[src/source/elevator_settings.svh]
// Sizing and state-code constants for the elevator floor-request controller.
// Include this header in any file that needs floor counts or state widths.

`ifndef ELEVATOR_SETTINGS_SVH
`define ELEVATOR_SETTINGS_SVH

////////////////////////////////////////////////////////////////////////////
// Building size
////////////////////////////////////////////////////////////////////////////

// Floors served, indexed 0 to NUM_FLOORS-1
`define NUM_FLOORS 11

// Bits in one floor index
`define FLOOR_WIDTH 4

////////////////////////////////////////////////////////////////////////////
// Motion machine state codes
////////////////////////////////////////////////////////////////////////////

`define STATE_WIDTH 6

// Codes 0 up to this value mean stopped at the floor with that index
`define LAST_STOP_STATE 6'h0A

`endif

[src/source/floor_pkg.sv]
// Shared types for the floor-request pipeline.
// Modules refer to these by scoped name, for example floor_pkg::pending_t.

`include "elevator_settings.svh"

package floor_pkg;

    // Floor index, 0 is the lowest floor
    typedef logic [`FLOOR_WIDTH-1:0] floor_t;

    // One bit per floor
    typedef logic [`NUM_FLOORS-1:0] floor_mask_t;

    ////////////////////////////////////////////////////////////////////////////
    // Inputs and stage records
    ////////////////////////////////////////////////////////////////////////////

    // Raw button levels from the hall and the cab
    typedef struct packed {
        floor_mask_t call;
        floor_mask_t panel;
        logic        door_open;
        logic        door_close;
    } button_req_t;

    // Where the cab is and what it is doing
    typedef struct packed {
        floor_t floor;
        logic   stopped;
        logic   direction_up;
    } cab_status_t;

    // Stage 1 to stage 2
    typedef struct packed {
        floor_mask_t requests;
        cab_status_t status;
        logic        door_open;
        logic        door_close;
        logic        power;
    } pending_t;

    // Stage 2 to stage 3
    typedef struct packed {
        floor_t      floor;
        logic        valid;
        cab_status_t status;
        logic        door_open;
        logic        door_close;
        logic        power;
    } target_t;

    // Commands to the motion machine
    typedef struct packed {
        floor_t floor_selector;
        logic   activate;
        logic   direction_up;
        logic   door_open_allowed;
        logic   door_close_allowed;
    } dispatch_t;

endpackage

[src/source/dispatch_control.sv]
// Stage 3 of the floor-request pipeline.
// Registers the activation, direction and floor selector for the motion
// machine, and grants the door buttons only while stopped with power on.

`timescale 1ns/1ps

module dispatch_control (
    input  logic                 clock,
    input  logic                 reset_n,
    input  floor_pkg::target_t   target,
    output floor_pkg::dispatch_t dispatch
);

    logic cab_ready;
    logic activate_next;
    logic going_up;

    // Motion can only start from a stop state with power present
    assign cab_ready     = target.status.stopped && target.power;
    assign activate_next = target.valid && cab_ready;
    assign going_up      = (target.floor > target.status.floor);

    ////////////////////////////////////////////////////////////////////////////
    // Output register
    ////////////////////////////////////////////////////////////////////////////

    always_ff @(posedge clock or negedge reset_n) begin
        if (!reset_n) begin
            dispatch <= '0;
        end else begin
            dispatch.floor_selector <= target.floor;
            dispatch.activate       <= activate_next;

            // Direction is only refreshed when a trip is being launched
            if (activate_next) begin
                dispatch.direction_up <= going_up;
            end

            dispatch.door_open_allowed  <= target.door_open  && cab_ready;
            dispatch.door_close_allowed <= target.door_close && cab_ready;
        end
    end

    ////////////////////////////////////////////////////////////////////////////
    // Checks
    ////////////////////////////////////////////////////////////////////////////

    // Never ask the motion machine to travel to where it already is
    property activate_moves_away;
        @(posedge clock) disable iff (!reset_n)
            dispatch.activate |-> dispatch.floor_selector != $past(target.status.floor);
    endproperty

    activate_check : assert property (activate_moves_away)
        else $error("activate raised with selector equal to cab floor");

endmodule

[src/source/floor_logic_top.sv]
// Top level of the floor-request controller.
// Chains the request latch, scheduler and dispatch stages; an input sample
// reaches the dispatch outputs three rising edges later.

`timescale 1ns/1ps
`include "elevator_settings.svh"

module floor_logic_top (
    input  logic                    clock,
    input  logic                    reset_n,
    input  floor_pkg::button_req_t  buttons,
    input  logic                    power_switch,
    input  logic                    emergency_button,
    input  floor_pkg::floor_t       current_floor,
    input  logic [`STATE_WIDTH-1:0] elevator_state,
    input  logic                    elevator_direction,
    output floor_pkg::floor_mask_t  call_lights,
    output floor_pkg::floor_mask_t  panel_lights,
    output floor_pkg::dispatch_t    dispatch
);

    // Stage records
    floor_pkg::pending_t pending;
    floor_pkg::target_t  target;

    ////////////////////////////////////////////////////////////////////////////
    // Pipeline stages
    ////////////////////////////////////////////////////////////////////////////

    request_latch u_request_latch (
        .clock              (clock),
        .reset_n            (reset_n),
        .buttons            (buttons),
        .power_switch       (power_switch),
        .emergency_button   (emergency_button),
        .current_floor      (current_floor),
        .elevator_state     (elevator_state),
        .elevator_direction (elevator_direction),
        .call_lights        (call_lights),
        .panel_lights       (panel_lights),
        .pending            (pending)
    );

    floor_scheduler u_floor_scheduler (
        .clock   (clock),
        .reset_n (reset_n),
        .pending (pending),
        .target  (target)
    );

    dispatch_control u_dispatch_control (
        .clock    (clock),
        .reset_n  (reset_n),
        .target   (target),
        .dispatch (dispatch)
    );

endmodule

[src/source/floor_scheduler.sv]
// Stage 2 of the floor-request pipeline.
// Picks the next target floor from the pending mask with a direction-aware
// nearest search and registers it together with the cab status.

`timescale 1ns/1ps
`include "elevator_settings.svh"

module floor_scheduler (
    input  logic                clock,
    input  logic                reset_n,
    input  floor_pkg::pending_t pending,
    output floor_pkg::target_t  target
);

    floor_pkg::floor_t cur_floor;
    logic              above_found;
    logic              below_found;
    floor_pkg::floor_t above_floor;
    floor_pkg::floor_t below_floor;
    logic              next_valid;
    floor_pkg::floor_t next_floor;

    assign cur_floor = pending.status.floor;

    ////////////////////////////////////////////////////////////////////////////
    // Nearest request on each side of the cab
    ////////////////////////////////////////////////////////////////////////////

    // Scanning from the top leaves the lowest hit above the cab
    always_comb begin
        above_found = 1'b0;
        above_floor = cur_floor;
        for (int i = `NUM_FLOORS - 1; i >= 0; i--) begin
            if (pending.requests[i] && (i > cur_floor)) begin
                above_found = 1'b1;
                above_floor = floor_pkg::floor_t'(i);
            end
        end
    end

    // Scanning from the bottom leaves the highest hit below the cab
    always_comb begin
        below_found = 1'b0;
        below_floor = cur_floor;
        for (int i = 0; i < `NUM_FLOORS; i++) begin
            if (pending.requests[i] && (i < cur_floor)) begin
                below_found = 1'b1;
                below_floor = floor_pkg::floor_t'(i);
            end
        end
    end

    ////////////////////////////////////////////////////////////////////////////
    // Direction preference
    ////////////////////////////////////////////////////////////////////////////

    // Keep going the current way if anything is there, else turn around
    always_comb begin
        next_valid = above_found || below_found;
        next_floor = cur_floor;
        if (pending.status.direction_up) begin
            if (above_found) begin
                next_floor = above_floor;
            end else if (below_found) begin
                next_floor = below_floor;
            end
        end else begin
            if (below_found) begin
                next_floor = below_floor;
            end else if (above_found) begin
                next_floor = above_floor;
            end
        end
    end

    ////////////////////////////////////////////////////////////////////////////
    // Target register
    ////////////////////////////////////////////////////////////////////////////

    always_ff @(posedge clock or negedge reset_n) begin
        if (!reset_n) begin
            target <= '0;
        end else begin
            target.floor      <= next_floor;
            target.valid      <= next_valid;
            target.status     <= pending.status;
            target.door_open  <= pending.door_open;
            target.door_close <= pending.door_close;
            target.power      <= pending.power;
        end
    end

    // A valid target is a real floor and never the one the cab is at
    property valid_target_elsewhere;
        @(posedge clock) disable iff (!reset_n)
            target.valid |-> (target.floor < `NUM_FLOORS)
                && (target.floor != target.status.floor);
    endproperty

    valid_target_check : assert property (valid_target_elsewhere)
        else $error("valid target out of range or equal to cab floor");

endmodule

[src/source/request_latch.sv]
// Stage 1 of the floor-request pipeline.
// Latches hall and cab buttons into the light masks, clears served floors,
// and registers the pending mask with an aligned copy of the cab status.

`timescale 1ns/1ps
`include "elevator_settings.svh"

module request_latch (
    input  logic                    clock,
    input  logic                    reset_n,
    input  floor_pkg::button_req_t  buttons,
    input  logic                    power_switch,
    input  logic                    emergency_button,
    input  floor_pkg::floor_t       current_floor,
    input  logic [`STATE_WIDTH-1:0] elevator_state,
    input  logic                    elevator_direction,
    output floor_pkg::floor_mask_t  call_lights,
    output floor_pkg::floor_mask_t  panel_lights,
    output floor_pkg::pending_t     pending
);

    logic                   stopped;
    logic                   clear_all;
    floor_pkg::floor_mask_t here_mask;
    floor_pkg::floor_mask_t call_next;
    floor_pkg::floor_mask_t panel_next;
    floor_pkg::cab_status_t status;

    ////////////////////////////////////////////////////////////////////////////
    // Cab status decode
    ////////////////////////////////////////////////////////////////////////////

    // Stop states occupy the low codes, one per floor
    assign stopped   = (elevator_state <= `LAST_STOP_STATE);
    assign clear_all = !power_switch || emergency_button;

    // One-hot of the current floor, empty if the index is out of range
    assign here_mask = floor_pkg::floor_mask_t'(1) << current_floor;

    assign status = '{
        floor:        current_floor,
        stopped:      stopped,
        direction_up: elevator_direction
    };

    ////////////////////////////////////////////////////////////////////////////
    // Light update
    ////////////////////////////////////////////////////////////////////////////

    always_comb begin
        if (clear_all) begin
            call_next  = '0;
            panel_next = '0;
        end else begin
            // A press at the floor the cab is on is dropped
            call_next  = call_lights  | (buttons.call  & ~here_mask);
            panel_next = panel_lights | (buttons.panel & ~here_mask);

            // Stopping at a floor serves both of its requests
            if (stopped) begin
                call_next  = call_next  & ~here_mask;
                panel_next = panel_next & ~here_mask;
            end
        end
    end

    always_ff @(posedge clock or negedge reset_n) begin
        if (!reset_n) begin
            call_lights  <= '0;
            panel_lights <= '0;
        end else begin
            call_lights  <= call_next;
            panel_lights <= panel_next;
        end
    end

    ////////////////////////////////////////////////////////////////////////////
    // Pending record to the scheduler
    ////////////////////////////////////////////////////////////////////////////

    // Mask and status leave on the same edge so stage 2 sees one sample
    always_ff @(posedge clock or negedge reset_n) begin
        if (!reset_n) begin
            pending <= '0;
        end else begin
            pending.requests   <= call_next | panel_next;
            pending.status     <= status;
            pending.door_open  <= buttons.door_open;
            pending.door_close <= buttons.door_close;
            pending.power      <= power_switch;
        end
    end

    // Floor served on the last edge must come out unlit
    property served_floor_dark;
        @(posedge clock) disable iff (!reset_n)
            $past(stopped) |-> ((call_lights | panel_lights) & $past(here_mask)) == '0;
    endproperty

    served_floor_dark_check : assert property (served_floor_dark)
        else $error("light set for the floor the cab was stopped at");

endmodule

[config.mk]
export PLATFORM = sky130hd
export DESIGN_NAME = floor_logic_top
export DESIGN_NICKNAME = d
export VERILOG_FILES = /design/src/source/floor_pkg.sv /design/src/source/dispatch_control.sv /design/src/source/floor_logic_top.sv /design/src/source/floor_scheduler.sv /design/src/source/request_latch.sv
export VERILOG_INCLUDE_DIRS = /design/src /design/src/source
export SDC_FILE = /design/constraint.sdc
export NUM_CORES = 1
export LEC_CHECK = 0
export ABC_AREA = 1
export BUFFER_PORTS_ARGS = -buffer_cell sky130_fd_sc_hd__buf_2
export CORE_UTILIZATION = 53
export CTS_CLUSTER_DIAMETER = 150
export DETAILED_ROUTE_END_ITERATION = 10
export GPL_TIMING_DRIVEN = 0
export PLACE_DENSITY = 0.82
export RECOVER_POWER = 100
export SYNTH_ARGS = -nofsm -noshare
export SYNTH_HDL_FRONTEND = slang
export SYNTH_SLANG_ARGS = --single-unit
[constraint.sdc]
create_clock -name clock -period 2.1 [get_ports clock]
set_clock_uncertainty 0.1 [all_clocks]
set_input_delay 0.525 -clock clock [delete_from_list [all_inputs] [get_ports clock]]
set_output_delay 0.525 -clock clock [all_outputs]
set_load 0.05 [all_outputs]
# [Word level (Yosys, flattened, before mapping)]
# Cells that the tools add are included.
# W data, S select, Z words.
[totals] register_bits=63 elab_cells=132 ram_bits=0 rom_bits=0 memories=0 latch_bits=0
[op_classes] bitwise=8 eq_ne=0 div_mod_pow=0 muxes=51 n_addsub=0 reduce_logical=28 shifts=1 n_lt_le_gt_ge=23 multipliers=0
[op_table] cell="$mux W4" count=26
[op_table] cell="$and A11 B11 Y11" count=4
[op_table] cell="$mux W11" count=4
[op_table] cell="$or A11 B11 Y11" count=3
[op_table] cell="$logic_and A1 B1 Y1" count=25
[op_table] cell="$mux W1" count=21
[op_table] cell="$gt A3 B4 Y1 const A" count=4
[op_table] cell="$lt A3 B4 Y1 const A" count=4
[op_table] cell="$gt A4 B4 Y1 const A" count=3
[op_table] cell="$lt A4 B4 Y1 const A" count=3
[op_table] cell="$not A11 Y11" count=1
[op_table] cell="$shl A1 B4 Y11 const A" count=1
[op_table] cell="$gt A2 B4 Y1 const A" count=2
[op_table] cell="$lt A1 B4 Y1 const A" count=2
[op_table] cell="$lt A2 B4 Y1 const A" count=2
[op_table] cell="$le A6 B4 Y1 const B" count=1
[op_table] cell="$gt A1 B4 Y1 const A" count=1
[op_table] cell="$gt A4 B4 Y1" count=1
[op_table] cell="$logic_or A1 B1 Y1" count=2
[op_table] cell="$logic_not A1 Y1" count=1

# [Depth between registers and ports, before layout]
# Gate-level depths: netlist (run 1).
[logic_depth] word_depth=16 mapped_depth=15 ltp_nobuf=14

# [Hierarchy]
# Synthesis (run 1) repeated with hierarchy kept, for this count alone.
[unflattened] cells_unflattened=407 hier_area_um2=3123.0
[modules_own_cells] module="request_latch" cells_each=222 area_per_inst_um2=1789.2 instances=1
[modules_own_cells] module="floor_scheduler" cells_each=147 area_per_inst_um2=978.4 instances=1
[modules_own_cells] module="dispatch_control" cells_each=38 area_per_inst_um2=355.3 instances=1

# [Least setup slack after synthesis (run 1)]
# OpenSTA, ideal clock, no wires.
[synth_path] path_type="flip-flop to flip-flop" from="reg, netlist name u_request_latch.pending[8]" to="reg, netlist name u_floor_scheduler.target[11]" setup_time_ps=122 required_ps=1878 path_buffers=1 synth_period_minus_slack_ps=1607 slack_ps=493 arrival_time_ps=1385 stages_incl_launch_ff=12 cell_sequence="dfrtp_1 buf_6 nor2_8 nand2_1 nand2_1 nand2_1 nor2_4 nand2_4 inv_2 nand2_1 a22oi_1 nor2_1"
[synth_via] elab_chain_len=16 elab_cells_between_ends=89 classes_between="21 x order compare; 47 x mux; 21 x reduce/logical"
[synth_rtl] element="$lt A1 B4 Y1" line="floor_scheduler.sv:46" rtl="if (pending.requests[i] && (i < cur_floor)) begin"
[synth_rtl] element="$logic_and A1 B1 Y1" line="floor_scheduler.sv:46"
[synth_rtl] element="$mux W4 / $mux W1 (equally long branches) (11 in a row)" line="floor_scheduler.sv:46"
[synth_rtl] element="$mux W4" line="floor_scheduler.sv:64" rtl="end else if (below_found) begin"
[synth_rtl] element="$mux W4" line="floor_scheduler.sv:62" rtl="if (above_found) begin"
[synth_rtl] element="$mux W4 (*)" line="floor_scheduler.sv:61" rtl="if (pending.status.direction_up) begin"
[synth_rtl] element="named net u_floor_scheduler.next_floor[1]" line="floor_scheduler.sv:21" rtl="floor_pkg::floor_t next_floor;"
# The timed path passes the listed nets; every way through them passes the cells marked *.
# A chain may end at the register's enable or synchronous reset.

# [Worst setup path after layout (run 1)]
[layout_path] from="reg, netlist name u_request_latch.pending[6]" to="reg, netlist name u_floor_scheduler.target[11]"
[layout_via] elab_chain_len=16 elab_cells_between_ends=89 classes_between="21 x order compare; 47 x mux; 21 x reduce/logical"
[layout_rtl] element="$lt A1 B4 Y1" line="floor_scheduler.sv:46"
[layout_rtl] element="$logic_and A1 B1 Y1" line="floor_scheduler.sv:46"
[layout_rtl] element="$mux W4 / $mux W1 (equally long branches) (11 in a row)" line="floor_scheduler.sv:46"
[layout_rtl] element="$mux W4" line="floor_scheduler.sv:64"
[layout_rtl] element="$mux W4" line="floor_scheduler.sv:62"
[layout_rtl] element="$mux W4 (*)" line="floor_scheduler.sv:61"
[layout_rtl] element="named net u_floor_scheduler.next_floor[1]" line="floor_scheduler.sv:21"
# Marked as above.

==> results of run 1 <==
-- power by group through the flow --
| stage | Clock, mW | Combinational (mW) | Sequential, mW |
|---|---|---|---|
| after floorplan | 0 | 0.283 | 1.54 |
| after global placement | 0 | 0.617 | 1.38 |
| after detailed placement | 0 | 0.631 | 1.38 |
| after CTS | 1.11 | 0.633 | 1.36 |
| after global routing | 1.15 | 0.683 | 1.37 |
| final | 1.09 | 0.613 | 1.36 |
-- layout make-up --
class	instances	area share
well taps	70	0.02555
plain buffers	4	0.007664
clock inverters	4	0.01533
flip-flops and latches	63	0.4599
inverters	36	0.04015
clock buffers	12	0.04526
repair buffers	68	0.08650
multi-input cells	219	0.3197
-- through the flow --
stage,total power [mW],cell area (µm²)
after floorplan,1.828,2839
after global routing,3.205,3428
after CTS,3.098,3475
final,3.059,3428
after detailed placement,2.012,3267
after global placement,1.995,3267
-- worst reg2reg max path: stages, from the launching register on --
cell and delay (ns):
dfrtp_1 0.48, nor2_1 0.25, nand2_1 0.11, nand2_1 0.08, nand2_1 0.10, nor2_4 0.16
nand2_4 0.09, inv_2 0.06, nand2_1 0.06, a22oi_1 0.18, nor2_1 0.07
-- sequential cells by signal, summed over array words and instances (netlist names) --
register                      count
u_request_latch.panel_lights     11
u_floor_scheduler.target         13
u_dispatch_control.dispatch       8
u_request_latch.pending          20
u_request_latch.call_lights      11
-- per-layer routing --
metal  global-route usage  routed length, µm  vias up  share of wire
met2               0.4174               3045       84           0.51
li1                     -                  -     1196              -
met4               0.1193                100        0          0.017
met1               0.2937               2571     1110           0.43
met5                    0                  0        -              0
met3              0.03748                289       11          0.048
-- placed cells by master, fill, tap and decap left out, drive strengths merged --
| cell | instances |
|---|---|
| or2 | 1 |
| ha | 4 |
| o31ai | 1 |
| nor3b | 1 |
| o211ai | 4 |
| nor3 | 1 |
| a22oi | 1 |
| nand4 | 2 |
| dfrtp | 63 |
| nand3 | 15 |
| a21oi | 38 |
| o21bai | 1 |
| nor2 | 45 |
| o21ai | 22 |
| inv | 37 |
| bufinv | 1 |
| clkbuf | 50 |
| a21boi | 1 |
| clkinv | 2 |
| buf | 34 |
| nand2 | 82 |
-- cells in the mapped netlist --
library cell,number,area share
o31ai_1,1,0.0026
buf_4,1,0.0026
nor2_4,3,0.012
a21boi_0,1,0.0026
clkbuf_1,2,0.0026
nand2_1,76,0.10
o211ai_1,3,0.0079
ha_1,4,0.018
nor3_1,1,0.0018
a21oi_1,38,0.067
o21ai_2,2,0.0062
o21ai_1,6,0.011
nand4_2,1,0.0044
o211ai_2,1,0.0044
a22oi_1,1,0.0026
nand3_2,4,0.014
inv_2,3,0.0040
inv_4,1,0.0022
buf_6,1,0.0040
o21bai_1,1,0.0026
inv_1,32,0.042
nand4_1,1,0.0022
dfrtp_1,63,0.56
o21ai_0,14,0.025
nor2_2,1,0.0022
or2_1,1,0.0022
nand3_1,11,0.019
nand2_2,5,0.011
nor3b_2,1,0.0044
nand2_4,1,0.0040
nor2_1,40,0.053
nor2_8,1,0.0071
-- cell families (layout without fill, tap and decap cells) --
kind of cell	Yosys count	count (layout)
buf+inv	40	124
compound gates	68	68
fa+ha+maj	4	4
simple gates	147	147
flops	63	63
-- worst max-delay path by stage --
| stage | slack (ns) | endpoint |
|---|---|---|
| final | 0.26 | u_floor_scheduler.target[11] |
| after global routing | 0.06 | u_floor_scheduler.target[13] |
| after CTS | 0.31 | u_floor_scheduler.target[11] |
| after detailed placement | 0.22 | u_request_latch.panel_lights[3] |
| after global placement | 0.26 | u_request_latch.panel_lights[6] |
| after floorplan | 0.49 | u_floor_scheduler.target[11] |
==> impl_metrics.tcl, run 1 <==
set metrics [dict create \
    critPathTopFamily "simple AND/OR/NAND/NOR gates" \
    first_global_vias 2263 \
    port-buffer-count 68 \
    antenna_cells 0 \
    stdcell_count 476 \
    wl_per_cell_um 12.62 \
    power.switching_mw 0.9640 \
    cts_tree "done" \
    synth_compound_area_frac 0.1313 \
    grt_pass1_wl_um 9804 \
    clockRootBuffer "clkbuf_8" \
    antenna_found_initial 0 \
    slew_viol_final 0 \
    hold_depth 1 \
    ios 69 \
    ys_ff_latch 63 \
    seq_area_mm2 0.001577 \
    h-tree-depth 3 \
    drive_gt1_frac 0.1798 \
    avgSynthCellArea_um2 8.817 \
    area_delta_synth_final_pct 20.76 \
    num_vias 2401 \
    synth-simple-area-share 0.2380 \
    fin_util 0.6670 \
    synth_top_family_by_area "simple AND/OR/NAND/NOR gates" \
    postRouteAntennaNets 0 \
    critPathLaunch "u_request_latch.pending[6]" \
    min_from "buttons[0]" \
    hpwlAfterDp_um 4474 \
    yosysWarnings 0 \
    die_area_mm2 0.005654 \
    ys_seq_area_frac 0.5553 \
    setup_violations 0 \
    p_int_mw 2.095 \
    cts_resized 0 \
    cts_setup_buffers 0 \
    crit_buf_inv 1 \
    hold_viol_final 0 \
    viasPerCell 5.044 \
    synthCells 322 \
    pwr-share-comb 0.201 \
    start_kind "flop" \
    place_congestion 0.9716 \
    r2r_slack_ns 0.26 \
    r2r_end "u_floor_scheduler.target[11]" \
    hold_ws_ns 0.1953 \
    yosysUniqueCellTypes 32 \
    end_kind "flop" \
    cp_common_cell "nand2_1" \
    cts.sinks 63 \
    place_ws_ns 0.2234 \
    fin_nets 444 \
    timing.critical_path.cells "nor2_1 > nand2_1 > nand2_1 > nand2_1 > nor2_4 > nand2_4 > inv_2 > nand2_1 > a22oi_1 > nor2_1" \
    start_util 0.5523 \
    fmax_mhz 544.0 \
    drt_first_pass_iters 4 \
    dp.cells 460 \
    cts.path.max_buffers 2 \
    clock_power_share 0.355 \
    r2r_start "u_request_latch.pending[6]" \
    relSlewSlack 0.007465 \
    synthAdderAreaFrac 0.01763 \
    timing.final.crit_share 0.8754 \
    switching_share 0.3152 \
    required_ns 2.23 \
    multi_input_area_mm2 0.001096 \
    min_path_type "primary input to flop" \
    clk_latency_ns 0.34 \
    peakVddDrop_mv 0.5249 \
    ctsHoldBuffers 0 \
    cts_buffers 9 \
    crit_fanout 8 \
    wirelength_um 6007 \
    timing.critical_path.slowest_stage_cell "dfrtp_1" \
    p_per_area_mw_per_mm2 892.2 \
    min_to "u_request_latch.pending[1]" \
    cp.arrival_ns 1.96 \
    syn-cell-area_mm2 0.002839 \
    grt_max_degree 64 \
    synthMuxAreaShare 0 \
    num_rows 26 \
    reg2regPathDepth 10 \
    drt_iter0_drc 124 \
    dieWidth_um 75.19 \
    grt_setup_unrepaired "false" \
    setup_tns_ns 0 \
    worstSetupPathType "flop to flop" \
    path_depth 10 \
    seqPwrFrac 0.444 \
    clk_pin_slew_ns 0.07 \
    setup_ws_ns 0.2616 \
    status "finished, final reports clean" \
    grt.overflow.total 0 \
    drc 0 \
    leakagePower_nw 1.810 \
    syn-num-nets 365 \
    maxCapViolCount 0 \
    synth_xor_area_frac 0 \
    grt_usage 0.2406 \
    nFillCells 456 \
    core_area_mm2 0.005140 \
    die_y_um 75.19 \
    worst_slew_pin_slew_ns 1.489 \
    slowest_delay_ns 0.48 \
    min_period_ns 1.838 \
]
Power figures use the tool's default switching activity.
==> inputs of run 2 (changes only) <==
CORE_UTILIZATION = 55   (was 53)
PLACE_DENSITY = 0.85   (was 0.82)
clock period = 2.3 ns   (was 2.1 ns; I/O delays follow)
==> impl_metrics.tcl, run 2 (synthesized netlist as in run 1, its figures left out) <==
set metrics [dict create \
    drt_first_pass_iters 4 \
    drc 0 \
    setup_tns_ns 0 \
    clockRootBuffer "clkbuf_8" \
    drive_gt1_frac 0.1823 \
    largest_reg_flops 20 \
    h-tree-depth 3 \
    grt.overflow.total 0 \
    clk_pin_slew_ns 0.08 \
    timing.final.crit_share 0.8401 \
    final_common_cell "nand2_1" \
    grt_max_degree 64 \
    fin_nets 444 \
    ctsHoldBuffers 0 \
    min_path_type "primary input to flop" \
    antenna_found_initial 0 \
    setup_violations 0 \
    r2r_slack_ns 0.37 \
    core_area_mm2 0.004848 \
    maxCapViolCount 0 \
    relSlewSlack 0.004019 \
    end_kind "flop" \
    top_register "u_request_latch.pending" \
    reg.largest.list "u_request_latch.pending x20, u_floor_scheduler.target x13" \
    cts_tree "done" \
    reg2regPathDepth 9 \
    multi_input_area_mm2 0.001090 \
    place_ws_ns 0.3719 \
    seq_area_mm2 0.001577 \
    port-buffer-count 68 \
    min_period_ns 1.932 \
    grt_pass1_wl_um 10180 \
    min_to "u_request_latch.pending[2]" \
    leakagePower_nw 1.813 \
    crit_fanout 8 \
    viasPerCell 5.047 \
    start_kind "flop" \
    worstSetupPathType "flop to flop" \
    critPathTopFamily "simple AND/OR/NAND/NOR gates" \
    timing.critical_path.cells "nor2_1 > o21ai_1 > nand2_1 > nand2_1 > nor2_4 > nand4_1 > o21ai_0 > nand2_1 > nand2_1" \
    die_area_mm2 0.005453 \
    cts_setup_buffers 0 \
    num_vias 2387 \
    first_global_vias 2385 \
    critPathLaunch "u_request_latch.pending[6]" \
    fmax_mhz 517.5 \
    cp.arrival_ns 2.11 \
    fin_util 0.7094 \
    grt_setup_unrepaired "false" \
    finalPower_mw 2.889 \
    num_rows 25 \
    cts.sinks 63 \
    p_per_area_mw_per_mm2 839.9 \
    postRouteAntennaNets 0 \
    place_congestion 0.9688 \
    cts_buffers 9 \
    final_cell_mix "nand2_1 (77), dfrtp_1 (63), nor2_1 (40), a21oi_1 (38), clkbuf_1 (36)" \
    cp_common_cell "nand2_1" \
    r2r_start "u_request_latch.pending[6]" \
    wl_per_cell_um 12.93 \
    die_y_um 73.85 \
    cts.path.max_buffers 2 \
    required_ns 2.48 \
    area_delta_synth_final_pct 21.15 \
    r2r_end "u_floor_scheduler.target[13]" \
    min_from "buttons[1]" \
    status "finished, final reports clean" \
    start_util 0.5855 \
    crit_buf_inv 0 \
    setup_ws_ns 0.3677 \
    cts_resized 0 \
    worst_slew_pin_slew_ns 1.494 \
    wirelength_um 6114 \
    drt_iter0_drc 156 \
    slowest_delay_ns 0.49 \
    peakVddDrop_mv 0.5223 \
    antenna_cells 0 \
    hold_depth 1 \
    clk_latency_ns 0.34 \
    dp.cells 457 \
    grt_usage 0.2544 \
    ios 69 \
    hpwlAfterDp_um 4587 \
    timing.critical_path.slowest_stage_cell "dfrtp_1" \
    hold_viol_final 0 \
    stdcell_count 473 \
    nFillCells 395 \
    dieWidth_um 73.85 \
    slew_viol_final 0 \
]
[run 2: how the worst max path moves through the flow]
stage          depth (start not counted)                            to  slack, ns
2_1_floorplan                         11  u_floor_scheduler.target[11]       0.69
3_3_place_gp                           8   u_request_latch.pending[17]       0.42
3_5_place_dp                           8   u_request_latch.pending[17]       0.37
4_1_cts                               10  u_floor_scheduler.target[11]       0.41
5_1_grt                                9  u_floor_scheduler.target[13]       0.12
6_report                               9  u_floor_scheduler.target[13]       0.37
[run 2: metrics by stage]
stage / cell area, µm² / hold slack, ns
after CTS: 3491 / 0.2314
final: 3440 / 0.2363
after global placement: 3263 / 0.2323
after floorplan: 2839 / 0.1794
after detailed placement: 3263 / 0.2347
after global routing: 3440 / 0.2228
[run 2: layout make-up]
class	count	area share
Tap cell	67	0.02437
Buffer	4	0.007639
Clock inverter	7	0.03019
Inverter	36	0.04001
Multi-Input combinational cell	219	0.3168
Timing Repair Buffer	68	0.08658
Clock buffer	9	0.03601
Sequential cell	63	0.4583
[run 2: metal layers]
metal,GRT usage,wire [µm]
met1,0.2979,2618
met2,0.4393,3177
met3,0.05487,209
met4,0.1282,108
met5,0,0
[run 2: worst reg2reg max path, cell delays in order (launching register included)]
cell and delay, ns:
dfrtp_1 0.49, nor2_1 0.30, o21ai_1 0.09, nand2_1 0.09, nand2_1 0.13, nor2_4 0.16, nand4_1 0.19, o21ai_0 0.20
nand2_1 0.06, nand2_1 0.06
[run 2: power breakdown]
group	internal (mW)	switching (mW)	leakage, nW
clock network	0.622	0.465	0.108
logic	0.153	0.408	0.904
registers	1.20	0.0443	0.801
total	1.97	0.918	1.81
==> inputs of run 3 (changes only) <==
ABC_AREA = 0   (was 1)
CORE_UTILIZATION = 54   (was 55)
PLACE_DENSITY = 0.83   (was 0.85)
clock period = 1.8 ns   (was 2.3 ns; I/O delays follow)
==> impl_metrics.tcl, run 3 <==
set metrics [dict create \
    status "finished, violations left" \
    violations "setup timing" \
    clock_power_share 0.307 \
    p_int_mw 2.359 \
    antenna_found_initial 0 \
    peakVddDrop_mv 0.6955 \
    power.switching_mw 1.228 \
    top_register "u_request_latch.pending" \
    yosysUniqueCellTypes 57 \
    place_congestion 0.9304 \
    drt_iter0_drc 210 \
    wl_per_cell_um 16.10 \
    worst_slew_pin_slew_ns 0.7599 \
    yosysTopAreaCell "dfrtp_1" \
    grt_setup_unrepaired "true" \
    fmax_mhz 534.7 \
    required_ns 1.93 \
    die_y_um 77.47 \
    switching_share 0.3424 \
    h-tree-depth 3 \
    drc 0 \
    num_rows 27 \
    core_area_mm2 0.005507 \
    nFillCells 397 \
    fin_nets 449 \
    synth-simple-area-share 0.1623 \
    cp.arrival_ns 2.00 \
    crit_fanout 5 \
    ys_top_cells_by_count "dfrtp_1 (63), nor2_1 (38), a21oi_1 (29)" \
    postRouteAntennaNets 0 \
    synth_compound_area_frac 0.2673 \
    wirelength_um 7775 \
    reg.largest.list "u_request_latch.pending x20, u_floor_scheduler.target x13" \
    seqPwrFrac 0.449 \
    synth.area.top_cells "dfrtp_1 (51%), a21oi_1 (4.7%), nor2_1 (4.6%)" \
    final_common_cell "buf_2" \
    synthMuxAreaShare 0.003662 \
    yosysWarnings 0 \
    synthCells 310 \
    cts_tree "done" \
    maxCapViolCount 0 \
    area_delta_synth_final_pct 28.44 \
    cts_buffers 9 \
    start_util 0.5585 \
    p_per_area_mw_per_mm2 908.0 \
    grt.overflow.total 0 \
    leakagePower_nw 1.850 \
    slew_viol_final 0 \
    largest_reg_flops 20 \
    ios 69 \
    cts.sinks 63 \
    relSlewSlack 0.4934 \
    synth_xor_area_frac 0 \
    grt_usage 0.2772 \
    min_path_type "primary input to asynchronous set/reset pin" \
    drt_first_pass_iters 5 \
    end_kind "flop" \
    hold_viol_final 0 \
    dieWidth_um 77.47 \
    grt_pass1_wl_um 12870 \
    ys_seq_area_frac 0.5126 \
    fin_util 0.7173 \
    grt_max_degree 64 \
    min_period_ns 1.870 \
    cts.path.max_buffers 2 \
    reg2regPathDepth 6 \
    syn-num-nets 353 \
    timing.final.crit_share 1.039 \
    setup_ws_ns -0.07025 \
    synth_most_common_cell "dfrtp_1" \
    clk_latency_ns 0.35 \
    dp.cells 450 \
    avgSynthCellArea_um2 9.921 \
    final_cell_mix "buf_2 (65), dfrtp_1 (62), nor2_1 (37), a21oi_1 (26), o21ai_0 (23)" \
    synth_top_family_by_area "compound AO/OA/AOI/OAI gates" \
    synthAdderAreaFrac 0.01627 \
    worstSetupPathType "flop to flop" \
    antenna_cells 0 \
    first_global_vias 2849 \
    die_area_mm2 0.006001 \
    clockRootBuffer "clkbuf_8" \
    start_kind "flop" \
    post-synth-top-area-fraction 0.5126 \
    drive_gt1_frac 0.3333 \
    clk_pin_slew_ns 0.08 \
    num_vias 2855 \
    setup_violations 3 \
    viasPerCell 5.911 \
    ys_async_sr_fraction 1.000 \
    port-buffer-count 68 \
    syn-cell-area_mm2 0.003075 \
    synth_edf_count 0 \
    stdcell_count 483 \
    ctsHoldBuffers 0 \
    yosys_most_used_dff "dfrtp_1" \
    ys_ff_latch 63 \
    hpwlAfterDp_um 5331 \
    pwr-share-comb 0.244 \
]
==> run 3: worst max-delay path, stage by stage, from the launching register on <==
cell and delay [ns]:
dfrtp_1 0.42, buf_2 0.19, a211oi_4 0.28, o22ai_4 0.15, nor2_4 0.17, nand2_1 0.10
or3_1 0.32
==> run 3: kinds of logic (layout without fill, tap and decap cells) <==
| logic type | Yosys count | count (layout) |
|---|---|---|
| mux | 1 | 1 |
| compound gates | 116 | 116 |
| simple gates | 104 | 104 |
| fa+ha+maj | 4 | 4 |
| flops | 63 | 63 |
| buf+inv | 22 | 123 |
==> run 3: area by class of cell <==
class	count	area (µm²)	area share
clock buffer	9	123.9	0.03136
timing repair buffer	85	474.2	0.1201
clock inverter	7	56.30	0.01425
inverter	11	41.29	0.01045
sequential	63	1578	0.3994
buffer	11	88.84	0.02249
tap	72	90.09	0.02281
multi-input combinational	225	1498	0.3792
==> run 3: power groups by stage <==
stage	Sequential (mW)	Clock, mW	Combinational (mW)
floorplan	1.82	0	0.348
global placement	1.62	0	0.748
detailed placement	1.63	0	0.769
CTS	1.61	1.13	0.814
global route	1.63	1.19	0.944
finish	1.61	1.10	0.875
==> run 3: worst paths after layout <==
check	startpoint	to	slack, ns
max in group asynchronous	reset_n	u_request_latch.pending[11]	0.98
hold / removal	reset_n	u_dispatch_control.dispatch[3]	0.05
setup reg to reg	u_request_latch.pending[5]	u_floor_scheduler.target[9]	-0.07
setup / recovery	u_request_latch.pending[5]	u_floor_scheduler.target[9]	-0.07
hold reg to reg	u_request_latch.pending[0]	u_floor_scheduler.target[0]	0.25
min in group clock	buttons[0]	u_request_latch.pending[1]	0.10
==> run 3: metrics by stage <==
step | setup WS, ns | power [mW] | hold WS (ns) | setup TNS, ns | cell area, µm²
finish | -0.07025 | 3.587 | 0.05293 | -0.2015 | 3950
global route | -0.1856 | 3.755 | 0.09096 | -0.7347 | 3950
CTS | -0.08388 | 3.547 | 0.09377 | -0.1497 | 3805
global placement | -0.1168 | 2.373 | 0.2315 | -2.179 | 3506
detailed placement | -0.1769 | 2.401 | 0.2347 | -2.957 | 3506
floorplan | 0.1062 | 2.164 | 0.05441 | 0 | 3075
==> run 3: timing repair <==
action | CTS | global route
setup buffers | 9 | 7
pin swaps | 6 | 6
endpoints found under the setup margin | 4 | 6
cloned | 0 | 1
resized for setup | 9 | 18
==> run 3: routing by layer <==
layer	track usage	up-vias	wire length (µm)
li1	-	1325	-
met1	0.3232	1371	3139
met2	0.4850	130	3915
met3	0.07059	29	469
met4	0.1113	0	251
met5	0	-	0
